$ cat src/common/wb_pkg.sv
package wb_pkg;

	localparam int XLEN = 64;

	typedef logic [XLEN-1:0] xlen_t;
	typedef logic [4:0]      reg_addr_t;
	typedef logic [11:0]     csr_addr_t;

	localparam csr_addr_t CSR_MSTATUS  = 12'h300;
	localparam csr_addr_t CSR_MIE      = 12'h304;
	localparam csr_addr_t CSR_MTVEC    = 12'h305;
	localparam csr_addr_t CSR_MSCRATCH = 12'h340;
	localparam csr_addr_t CSR_MEPC     = 12'h341;
	localparam csr_addr_t CSR_MCAUSE   = 12'h342;

	localparam xlen_t CAUSE_ECALL_M = 64'd11;
	localparam xlen_t CAUSE_TIMER_M = 64'h8000_0000_0000_0007;

	localparam int MSTATUS_MIE  = 3;
	localparam int MSTATUS_MPIE = 7;
	localparam int MIE_MTIE     = 7;

	// Only MIE and MPIE exist in this machine-mode-only mstatus
	localparam xlen_t MSTATUS_WMASK = (xlen_t'(1) << MSTATUS_MIE) | (xlen_t'(1) << MSTATUS_MPIE);

	typedef enum logic [1:0] {
		WB_NONE,
		WB_LOAD,
		WB_ALU
	} wb_sel_e;

	typedef enum logic [2:0] {
		CSR_OP_NONE,
		CSR_OP_RW,
		CSR_OP_RS,
		CSR_OP_RC,
		CSR_OP_ECALL,
		CSR_OP_MRET
	} csr_op_e;

	typedef struct packed {
		logic      valid;
		xlen_t     pc;
		xlen_t     load_data;
		xlen_t     alu_res; // Also the CSR operand
		wb_sel_e   wb_sel;
		logic      rd_en;
		reg_addr_t rd_addr;
		csr_op_e   csr_op;
		csr_addr_t csr_addr;
	} retire_t;

	typedef struct packed {
		logic      we;
		csr_addr_t addr;
		xlen_t     wdata;
		logic      trap_enter;
		xlen_t     cause;
		xlen_t     epc;
		logic      mret;
	} csr_req_t;

	typedef struct packed {
		xlen_t rdata;
		xlen_t mtvec;
		xlen_t mepc;
		logic  irq_pending;
	} csr_rsp_t;

	typedef struct packed {
		logic      en;
		reg_addr_t addr;
		xlen_t     data;
	} gpr_wr_t;

	typedef struct packed {
		logic  valid; // Doubles as flush
		xlen_t pc;
	} redirect_t;

endpackage

$ cat src/wbu/wb_stage.sv
`timescale 1ns/1ns

module wb_stage (
	input  wb_pkg::retire_t   retire_i,
	input  wb_pkg::csr_rsp_t  csr_rsp_i,
	output wb_pkg::csr_req_t  csr_req_o,
	output wb_pkg::gpr_wr_t   gpr_wr_o,
	output wb_pkg::redirect_t redirect_o
);
	import wb_pkg::*;

	logic  take_irq;
	logic  take_ecall;
	logic  take_mret;
	logic  take_trap;
	logic  is_csr;
	xlen_t csr_wdata;
	xlen_t rd_data;

	// Priority: interrupt, ecall, mret, CSR access, plain write
	always_comb begin
		take_irq   = retire_i.valid && csr_rsp_i.irq_pending;
		take_ecall = retire_i.valid && !take_irq && (retire_i.csr_op == CSR_OP_ECALL);
		take_mret  = retire_i.valid && !take_irq && (retire_i.csr_op == CSR_OP_MRET);
		take_trap  = take_irq || take_ecall;
		is_csr     = retire_i.valid && !take_irq &&
			((retire_i.csr_op == CSR_OP_RW) ||
			 (retire_i.csr_op == CSR_OP_RS) ||
			 (retire_i.csr_op == CSR_OP_RC));
	end

	always_comb begin
		case (retire_i.csr_op)
			CSR_OP_RW: csr_wdata = retire_i.alu_res;
			CSR_OP_RS: csr_wdata = csr_rsp_i.rdata | retire_i.alu_res;
			CSR_OP_RC: csr_wdata = csr_rsp_i.rdata & ~retire_i.alu_res;
			default:   csr_wdata = csr_rsp_i.rdata;
		endcase
	end

	always_comb begin
		if (is_csr) begin
			rd_data = csr_rsp_i.rdata; // Old CSR value
		end else begin
			case (retire_i.wb_sel)
				WB_LOAD: rd_data = retire_i.load_data;
				WB_ALU:  rd_data = retire_i.alu_res;
				default: rd_data = '0;
			endcase
		end
	end

	always_comb begin
		csr_req_o.we         = is_csr;
		csr_req_o.addr       = retire_i.csr_addr;
		csr_req_o.wdata      = csr_wdata;
		csr_req_o.trap_enter = take_trap;
		csr_req_o.cause      = take_irq ? CAUSE_TIMER_M : CAUSE_ECALL_M;
		csr_req_o.epc        = retire_i.pc;
		csr_req_o.mret       = take_mret;
	end

	// Redirecting beat never writes rd
	always_comb begin
		gpr_wr_o.en   = retire_i.valid && retire_i.rd_en && !take_trap && !take_mret;
		gpr_wr_o.addr = retire_i.rd_addr;
		gpr_wr_o.data = rd_data;
	end

	always_comb begin
		redirect_o.valid = take_trap || take_mret;
		if (take_trap) begin
			redirect_o.pc = {csr_rsp_i.mtvec[XLEN-1:2], 2'b00}; // Direct mode only
		end else begin
			redirect_o.pc = csr_rsp_i.mepc;
		end
	end

endmodule

$ cat src/wbu/csr_file.sv
`timescale 1ns/1ns

module csr_file (
	input  logic             clk,
	input  logic             rst_i,
	input  logic             timer_irq_i,
	input  wb_pkg::csr_req_t req_i,
	output wb_pkg::csr_rsp_t rsp_o
);
	import wb_pkg::*;

	xlen_t mstatus;
	xlen_t mie;
	xlen_t mtvec;
	xlen_t mscratch;
	xlen_t mepc;
	xlen_t mcause;
	xlen_t rdata;

	always_comb begin
		case (req_i.addr)
			CSR_MSTATUS:  rdata = mstatus;
			CSR_MIE:      rdata = mie;
			CSR_MTVEC:    rdata = mtvec;
			CSR_MSCRATCH: rdata = mscratch;
			CSR_MEPC:     rdata = mepc;
			CSR_MCAUSE:   rdata = mcause;
			default:      rdata = '0; // Unimplemented
		endcase
	end

	always_ff @(posedge clk) begin
		if (rst_i) begin
			mstatus  <= '0;
			mie      <= '0;
			mtvec    <= '0;
			mscratch <= '0;
			mepc     <= '0;
			mcause   <= '0;
		end else if (req_i.trap_enter) begin
			mepc                  <= req_i.epc;
			mcause                <= req_i.cause;
			mstatus[MSTATUS_MPIE] <= mstatus[MSTATUS_MIE];
			mstatus[MSTATUS_MIE]  <= 1'b0;
		end else if (req_i.mret) begin
			mstatus[MSTATUS_MIE]  <= mstatus[MSTATUS_MPIE];
			mstatus[MSTATUS_MPIE] <= 1'b1;
		end else if (req_i.we) begin
			case (req_i.addr)
				CSR_MSTATUS:  mstatus  <= req_i.wdata & MSTATUS_WMASK;
				CSR_MIE:      mie      <= req_i.wdata;
				CSR_MTVEC:    mtvec    <= req_i.wdata;
				CSR_MSCRATCH: mscratch <= req_i.wdata;
				CSR_MEPC:     mepc     <= req_i.wdata;
				CSR_MCAUSE:   mcause   <= req_i.wdata;
				default:      ; // Write ignored
			endcase
		end
	end

	always_comb begin
		rsp_o.rdata       = rdata;
		rsp_o.mtvec       = mtvec;
		rsp_o.mepc        = mepc;
		rsp_o.irq_pending = mstatus[MSTATUS_MIE] && mie[MIE_MTIE] && timer_irq_i;
	end

endmodule

$ cat src/source/gpr_file.sv
`timescale 1ns/1ns

module gpr_file #(
	parameter int NUM_REGS = 32
) (
	input  logic              clk,
	input  logic              rst_i,
	input  wb_pkg::gpr_wr_t   wr_i,
	input  wb_pkg::reg_addr_t rs_addr_i,
	output wb_pkg::xlen_t     rs_data_o
);
	import wb_pkg::*;

	// No storage behind x0
	xlen_t regs [1:NUM_REGS-1];

	logic wr_hit;
	logic rd_hit;

	always_comb begin
		wr_hit = wr_i.en && (wr_i.addr != '0) && (wr_i.addr < NUM_REGS);
		rd_hit = (rs_addr_i != '0) && (rs_addr_i < NUM_REGS);
	end

	always_ff @(posedge clk) begin
		if (rst_i) begin
			for (int i = 1; i < NUM_REGS; i++) begin
				regs[i] <= '0;
			end
		end else if (wr_hit) begin
			regs[wr_i.addr] <= wr_i.data;
		end
	end

	always_comb begin
		if (rd_hit) begin
			rs_data_o = regs[rs_addr_i];
		end else begin
			rs_data_o = '0; // x0 or beyond RV64E range
		end
	end

endmodule

$ cat src/source/wb_top.sv
`timescale 1ns/1ns

module wb_top #(
	parameter int NUM_REGS = 32
) (
	input  logic              clk,
	input  logic              rst_i,
	input  wb_pkg::retire_t   retire_i,
	input  logic              timer_irq_i,
	input  wb_pkg::reg_addr_t rs_addr_i,
	output wb_pkg::xlen_t     rs_data_o,
	output wb_pkg::redirect_t redirect_o,
	output wb_pkg::gpr_wr_t   fwd_o
);
	import wb_pkg::*;

	csr_req_t csr_req;
	csr_rsp_t csr_rsp;
	gpr_wr_t  gpr_wr;

	wb_stage wb_stage_i (
		.retire_i   (retire_i),
		.csr_rsp_i  (csr_rsp),
		.csr_req_o  (csr_req),
		.gpr_wr_o   (gpr_wr),
		.redirect_o (redirect_o)
	);

	csr_file csr_file_i (
		.clk         (clk),
		.rst_i       (rst_i),
		.timer_irq_i (timer_irq_i),
		.req_i       (csr_req),
		.rsp_o       (csr_rsp)
	);

	gpr_file #(
		.NUM_REGS (NUM_REGS)
	) gpr_file_i (
		.clk       (clk),
		.rst_i     (rst_i),
		.wr_i      (gpr_wr),
		.rs_addr_i (rs_addr_i),
		.rs_data_o (rs_data_o)
	);

	assign fwd_o = gpr_wr; // Forward to decode

endmodule

$ cat config.mk
export PLATFORM = sky130hd
export DESIGN_NAME = wb_top
export DESIGN_NICKNAME = d
export VERILOG_FILES = /design/src/common/wb_pkg.sv /design/src/wbu/wb_stage.sv /design/src/wbu/csr_file.sv /design/src/source/gpr_file.sv /design/src/source/wb_top.sv
export SDC_FILE = /design/constraint.sdc
export NUM_CORES = 2
export LEC_CHECK = 0
export ABC_AREA = 0
export ABC_CLOCK_PERIOD_IN_PS = 8800
export BUFFER_PORTS_ARGS = -buffer_cell sky130_fd_sc_hd__buf_2
export CAP_MARGIN = 20
export CORE_MARGIN = 2
export CORE_UTILIZATION = 42
export CTS_CLUSTER_SIZE = 12
export DETAILED_ROUTE_END_ITERATION = 7
export HOLD_SLACK_MARGIN = 0.08
export SETUP_SLACK_MARGIN = 0.02
export SYNTH_ARGS = -nofsm -noshare
export SYNTH_HDL_FRONTEND = slang
export SYNTH_SLANG_ARGS = --single-unit
$ cat constraint.sdc
create_clock -name clk -period 8.8 [get_ports clk]
set_clock_uncertainty 0.15 [all_clocks]
set_input_delay 0.88 -clock clk [delete_from_list [all_inputs] [get_ports clk]]
set_output_delay 0.88 -clock clk [all_outputs]
set_load 0.1 [all_outputs]
## Yosys cells after proc, flatten, opt, wreduce, memory -nomap -nowiden

Memories as Yosys holds them, arrays and structs flattened.
Cells that the tools add are included.

- Flip-flop bits (word level): 322
- RAM bits: 1,984
- Input bits: 224
- Output and inout port bits: 199
- Memories: 1

- Equality and inequality tests: 14
- Multiplexer cells: 28
- Bitwise logic cells: 5
- Reductions and logical operators: 36

Memories:

| name | words | width | read ports | clocked after Yosys merged registers in | wr ports | line | source |
|---|---|---|---|---|---|---|---|
| gpr_file_i.regs | 31 | 64 | 1 | 0 | 31 | gpr_file.sv:15 | `xlen_t regs [1:NUM_REGS-1];` |

Operator list:

| kind | number |
|---|---|
| $mux 64 | 13 |
| $pmux 64 s6 | 1 |
| $pmux 64 s3 | 1 |
| $pmux 64 s2 | 1 |
| $eq 12x10->1 const B | 6 |
| $and 64x64->64 | 1 |
| $not 64->64 | 1 |
| $or 64x64->64 | 1 |
| $reduce_or 64->1 | 1 |
| $mux 8 | 2 |
| $reduce_and 4->1 | 3 |
| $logic_and 1x1->1 | 11 |
| $reduce_bool 2->1 | 5 |
| $reduce_bool 5->1 | 2 |
| $mux 1 | 9 |
| $eq 3x2->1 const B | 2 |
| $eq 3x3->1 const B | 2 |
| $reduce_and 3->1 | 2 |
| $reduce_bool 3->1 | 2 |
| $mux 5 | 1 |
| $logic_or 1x1->1 | 4 |
| $reduce_and 2->1 | 2 |
| $eq 3x1->1 const B | 1 |
| $logic_not 1->1 | 3 |
| 5 further kinds | 6 |

## Depth between registers and ports, before layout

- Depth after elaboration: 16
- Depth in mapped cells: 10
- Depth with buffers taken out: 6

## Modules after synthesis

From an unflattened synthesis, not the netlist that was laid out.

- Cells, all modules: 8,309
- Area, all modules: 111,831.0 µm²

Modules (own cells, without submodules):

| module | instances | cells an instance | area each (µm²) | sequential area each (µm²) |
|---|---|---|---|---|
| gpr_file | 1 | 5,682 | 91,624.1 | 60,928.4 |
| csr_file | 1 | 1,950 | 14,797.9 | 6,446.2 |
| wb_stage | 1 | 677 | 5,408.9 | 0.0 |

## Worst setup path after synthesis

No wires, ideal clock.

- Kind: input port to output port
- Start: in retire_i[215] (netlist name)
- End: out redirect_o[2] (netlist name)
- Data arrival time: 3.963 ns
- Slack: 3.807 ns
- Stages on the path: 7
- Buffers on the path: 4
- Cells stage by stage: clkbuf_1 > nand4_1 > nand2_1 > clkbuf_1 > clkbuf_1 > clkbuf_1 > o21ai_0

RTL lines:

| item | line | source |
|---|---|---|
| start, declared | wb_top.sv:8 | `input wb_pkg::retire_t retire_i,` |
| end, declared | wb_top.sv:12 | `output wb_pkg::redirect_t redirect_o,` |

==> summary.txt <==
Status
  – Result of the run: completed

Timing
  – Final Hold Slack: 0.147 ns
  – Final number of setup-violating endpoints: 0
  – Setup repair after global routing missed its margin: no
  – Top achievable clock speed: 168 MHz
  – Worst slew slack as a fraction of its limit: 0.244
  – Setup tns final: 0 ns
  – Final slew viol count: 0
  – Tightest Pin Transition: 1.13 ns
  – Hold violation count in the final report: 0
  – Clock period minus final worst setup slack: 5.95 ns
  – Fraction of the cycle the final worst path needs: 0.676

Routing
  – Post-detailed-route wirelength per cell: 31.7 um
  – Initial DRC count: 8863
  – Via density per instance: 6.10
  – Vias: 70663
  – Post-DRT Antenna Nets: 0
  – First drt pass iteration count: 6
  – Final WL: 367 mm
  – DRC violation count after routing: 0

Pwr
  – Clock network power share: 0.408
  – Power Total: 0.0264 W
  – Psw: 0.00671 W
  – Sequential share of power: 0.486
  – Peak VDD IR: 0.206 mV
  – Power per cell area: 213 nW/um^2
  – Internal Power: 0.0197 W
  – Static power due to leakage: 39.3 nW
  – Switching part of the total: 0.254
  – Logic pwr share: 0.106

Hold path
  – Min-Delay Path Class: in -> reg

Worst setup path
  – Required time of the critical path: 7.77 ns
  – Arrival @ worst endpoint: 4.92 ns
  – Setup Crit Path Kind: in -> out
  – Endpoint type of the worst setup path: output pin
  – Most prevalent standard cell on the critical path: sky130_fd_sc_hd__buf_4
  – Largest stage delay on the critical path: 0.64 ns
  – Max Fanout on Critical Path: 42
  – Critical path startpoint category: input port
  – Gate family responsible for the most delay along the worst path: buffers and inverters
  – Worst path slowest cell: sky130_fd_sc_hd__buf_4
  – Buffering stage count on the worst path with inverters included: 8
  – Ordered cell list for the critical path: buf_2 > nor4_4 > buf_4 > buf_4 > nand4_1 > buf_4 > buf_4 > o221ai_4 > a21oi_4 > buf_4 > inv_1 > buf_2

Yosys
  – Post-synth ARST share: 0
  – Unique cell type count in the Yosys netlist: 73
  – Mapped Cells: 7746
  – Prevailing post-synth register cell: sky130_fd_sc_hd__edfxtp_1
  – Netlist area before placement: 110000 sq um
  – Flip-flop and latch count after synthesis: 2370
  – Warning count from the yosys run: 0
  – Sequential area share after synthesis: 0.618
  – Number of synthesized flops with an enable pin: 2048
  – Average cell area after synthesis: 14.2 sq um

Global routing
  – Most utilized layer in the global route result: met2
  – Initial antenna violation count: 27
  – Congestion Overflow GR: 0
  – Number of global-route vias before repair: 70024
  – Wire length of the first global-routing pass: 519 mm
  – Global Route met1 Usage: 0.387
  – Maximum number of pins on one net before global-route repair: 129
  – GRT met3 Usage: 0.0632
  – Met2 track utilization from global routing: 0.424
  – Global routing usage summed across all routing layers: 0.273

Clock tree
  – Number of resized instances in the post-cts repair step: 0
  – TritonCTS clock tree: built
  – Clock network latency to the later pin of the worst-skew pair: 0.89 ns
  – Post CTS Setup Buffer Count: 0
  – CTS H-tree depth: 5
  – Clock slew at reported path FFs: 0.06 ns
  – Hold buffer count at cts: 0
  – CTS Root Buffer Type: sky130_fd_sc_hd__clkbuf_16
  – Clk sinks: 2370
  – Number of clock buffers inserted by TritonCTS: 278
  – Max Root-Sink Buffers: 4

Floorplan
  – Starting density of the core: 0.423
  – Full die area: 266000 sq um
  – Die outline width: 516 um
  – Die Y-Extent: 516 um
  – Cell row count: 187
  – I/O Pins: 423
  – Core Footprint: 260000 sq um

Finish
  – Fillers: 22536
  – Commonest non-fill, non-tap cell in the layout: sky130_fd_sc_hd__edfxtp_1
  – Fraction of final layout cells with drive strength greater than 1: 0.383
  – Commonest non-fill, non-tap cells in the layout: 2048 x sky130_fd_sc_hd__edfxtp_1, 1133 x sky130_fd_sc_hd__nor2_2, 1055 x sky130_fd_sc_hd__nor2_1, 576 x sky130_fd_sc_hd__mux4_2, 415 x sky130_fd_sc_hd__buf_2
  – Nets@finish: 8120
  – P&R area growth vs syn: 12.6%

Place
  – Count of input and output buffers: 422
  – Placer Congestion: 0.901
  – Half-perimeter wire length after placement: 217 mm

Flow run
  – Maximum capacitance violations: 0
layer usage:
metal | part of all wire | up-vias
li1 | - | 29052
met1 | 0.41 | 36894
met2 | 0.46 | 4124
met3 | 0.11 | 583
met4 | 0.024 | 10
met5 | 0.00017 | -
power by group through the flow:
stage	Sequential [W]	Combinational [W]	Clock, W
final	0.0128	0.00279	0.0107
after global placement	0.0130	0.00276	0
after floorplan	0.0130	0.00185	0
after global routing	0.0129	0.00289	0.0113
after detailed placement	0.0131	0.00277	0
after CTS	0.0128	0.00278	0.0108
layout make-up:
cell class | instances | area (sq um) | share of cell area
tap | 3496 | 4370 | 0.0353
clock buffer | 357 | 7460 | 0.0603
multi-input combinational | 4499 | 38900 | 0.314
clock inverter | 100 | 727 | 0.00587
antenna | 9 | 22.5 | 0.000182
sequential | 2370 | 67900 | 0.549
timing repair buffer | 631 | 3890 | 0.0314
inverter | 114 | 429 | 0.00347
per-stage QoR:
stage               utilization  instances  worst slack, ns  cell area (sq um)
CTS                       0.476      11563             2.96             124000
global placement          0.444      11105             2.96             116000
floorplan                     -       7809             3.81             110000
global route              0.476      11570             2.83             124000
finish                    0.476      11576             2.85             124000
detailed placement        0.444      11106             2.96             116000
state kept, by name, indices dropped and copies added, names as in the netlist:
signal	cells
csr_file_i.mtvec	64
csr_file_i.mscratch	64
csr_file_i.mcause	64
csr_file_i.mie	64
csr_file_i.mstatus	2
csr_file_i.mepc	64
gpr_file_i.regs	2048
final timing paths:
kind              slack [ns]             startpoint  cells past startpoint                       to
hold / removal          0.15          retire_i[204]                      3      csr_file_i.mepc[53]
setup / recovery        2.85           retire_i[10]                     12                fwd_o[32]
setup reg to reg        3.96      csr_file_i.mie[7]                      7  gpr_file_i.regs[11][32]
hold reg to reg         0.31  csr_file_i.mcause[47]                      1    csr_file_i.mcause[47]
worst register-to-register path, cell delays in order (launching register included):
cell                      delay (ns)
sky130_fd_sc_hd__dfxtp_1        0.36
sky130_fd_sc_hd__and3_1         0.23
sky130_fd_sc_hd__or4_1          0.83
sky130_fd_sc_hd__nor2_1         0.21
sky130_fd_sc_hd__buf_4          0.29
sky130_fd_sc_hd__nand3_4        0.71
sky130_fd_sc_hd__nand2_4        0.86
sky130_fd_sc_hd__buf_4          0.78
cells in the mapped netlist (65+ instances only):
cell,count,share of area
sky130_fd_sc_hd__a211oi_1,75,0.0051
sky130_fd_sc_hd__a211oi_2,117,0.013
sky130_fd_sc_hd__a22oi_1,107,0.0073
sky130_fd_sc_hd__buf_1,169,0.0058
sky130_fd_sc_hd__buf_2,81,0.0037
sky130_fd_sc_hd__buf_6,122,0.012
sky130_fd_sc_hd__clkbuf_1,444,0.015
sky130_fd_sc_hd__dfxtp_1,322,0.059
sky130_fd_sc_hd__edfxtp_1,2048,0.56
sky130_fd_sc_hd__inv_1,112,0.0038
sky130_fd_sc_hd__mux2_2,65,0.0067
sky130_fd_sc_hd__mux2i_1,173,0.016
sky130_fd_sc_hd__mux4_2,576,0.12
sky130_fd_sc_hd__nand2_1,199,0.0068
sky130_fd_sc_hd__nor2_1,1058,0.036
sky130_fd_sc_hd__nor2_2,1131,0.064
sky130_fd_sc_hd__nor3_1,65,0.0030
sky130_fd_sc_hd__o21ai_0,128,0.0058
sky130_fd_sc_hd__o22ai_1,106,0.0060
kinds of logic after synthesis:
family,count (synthesis),share of synthesized area
simple gates,2670,0.124
flops,2370,0.618
compound gates,948,0.0757
buf+inv,940,0.0421
mux,814,0.140
fa+ha+maj,2,0.000228
other cells,1,0.0000341
xor+xnor,1,0.0000797
(Power assumes the default switching activity.)
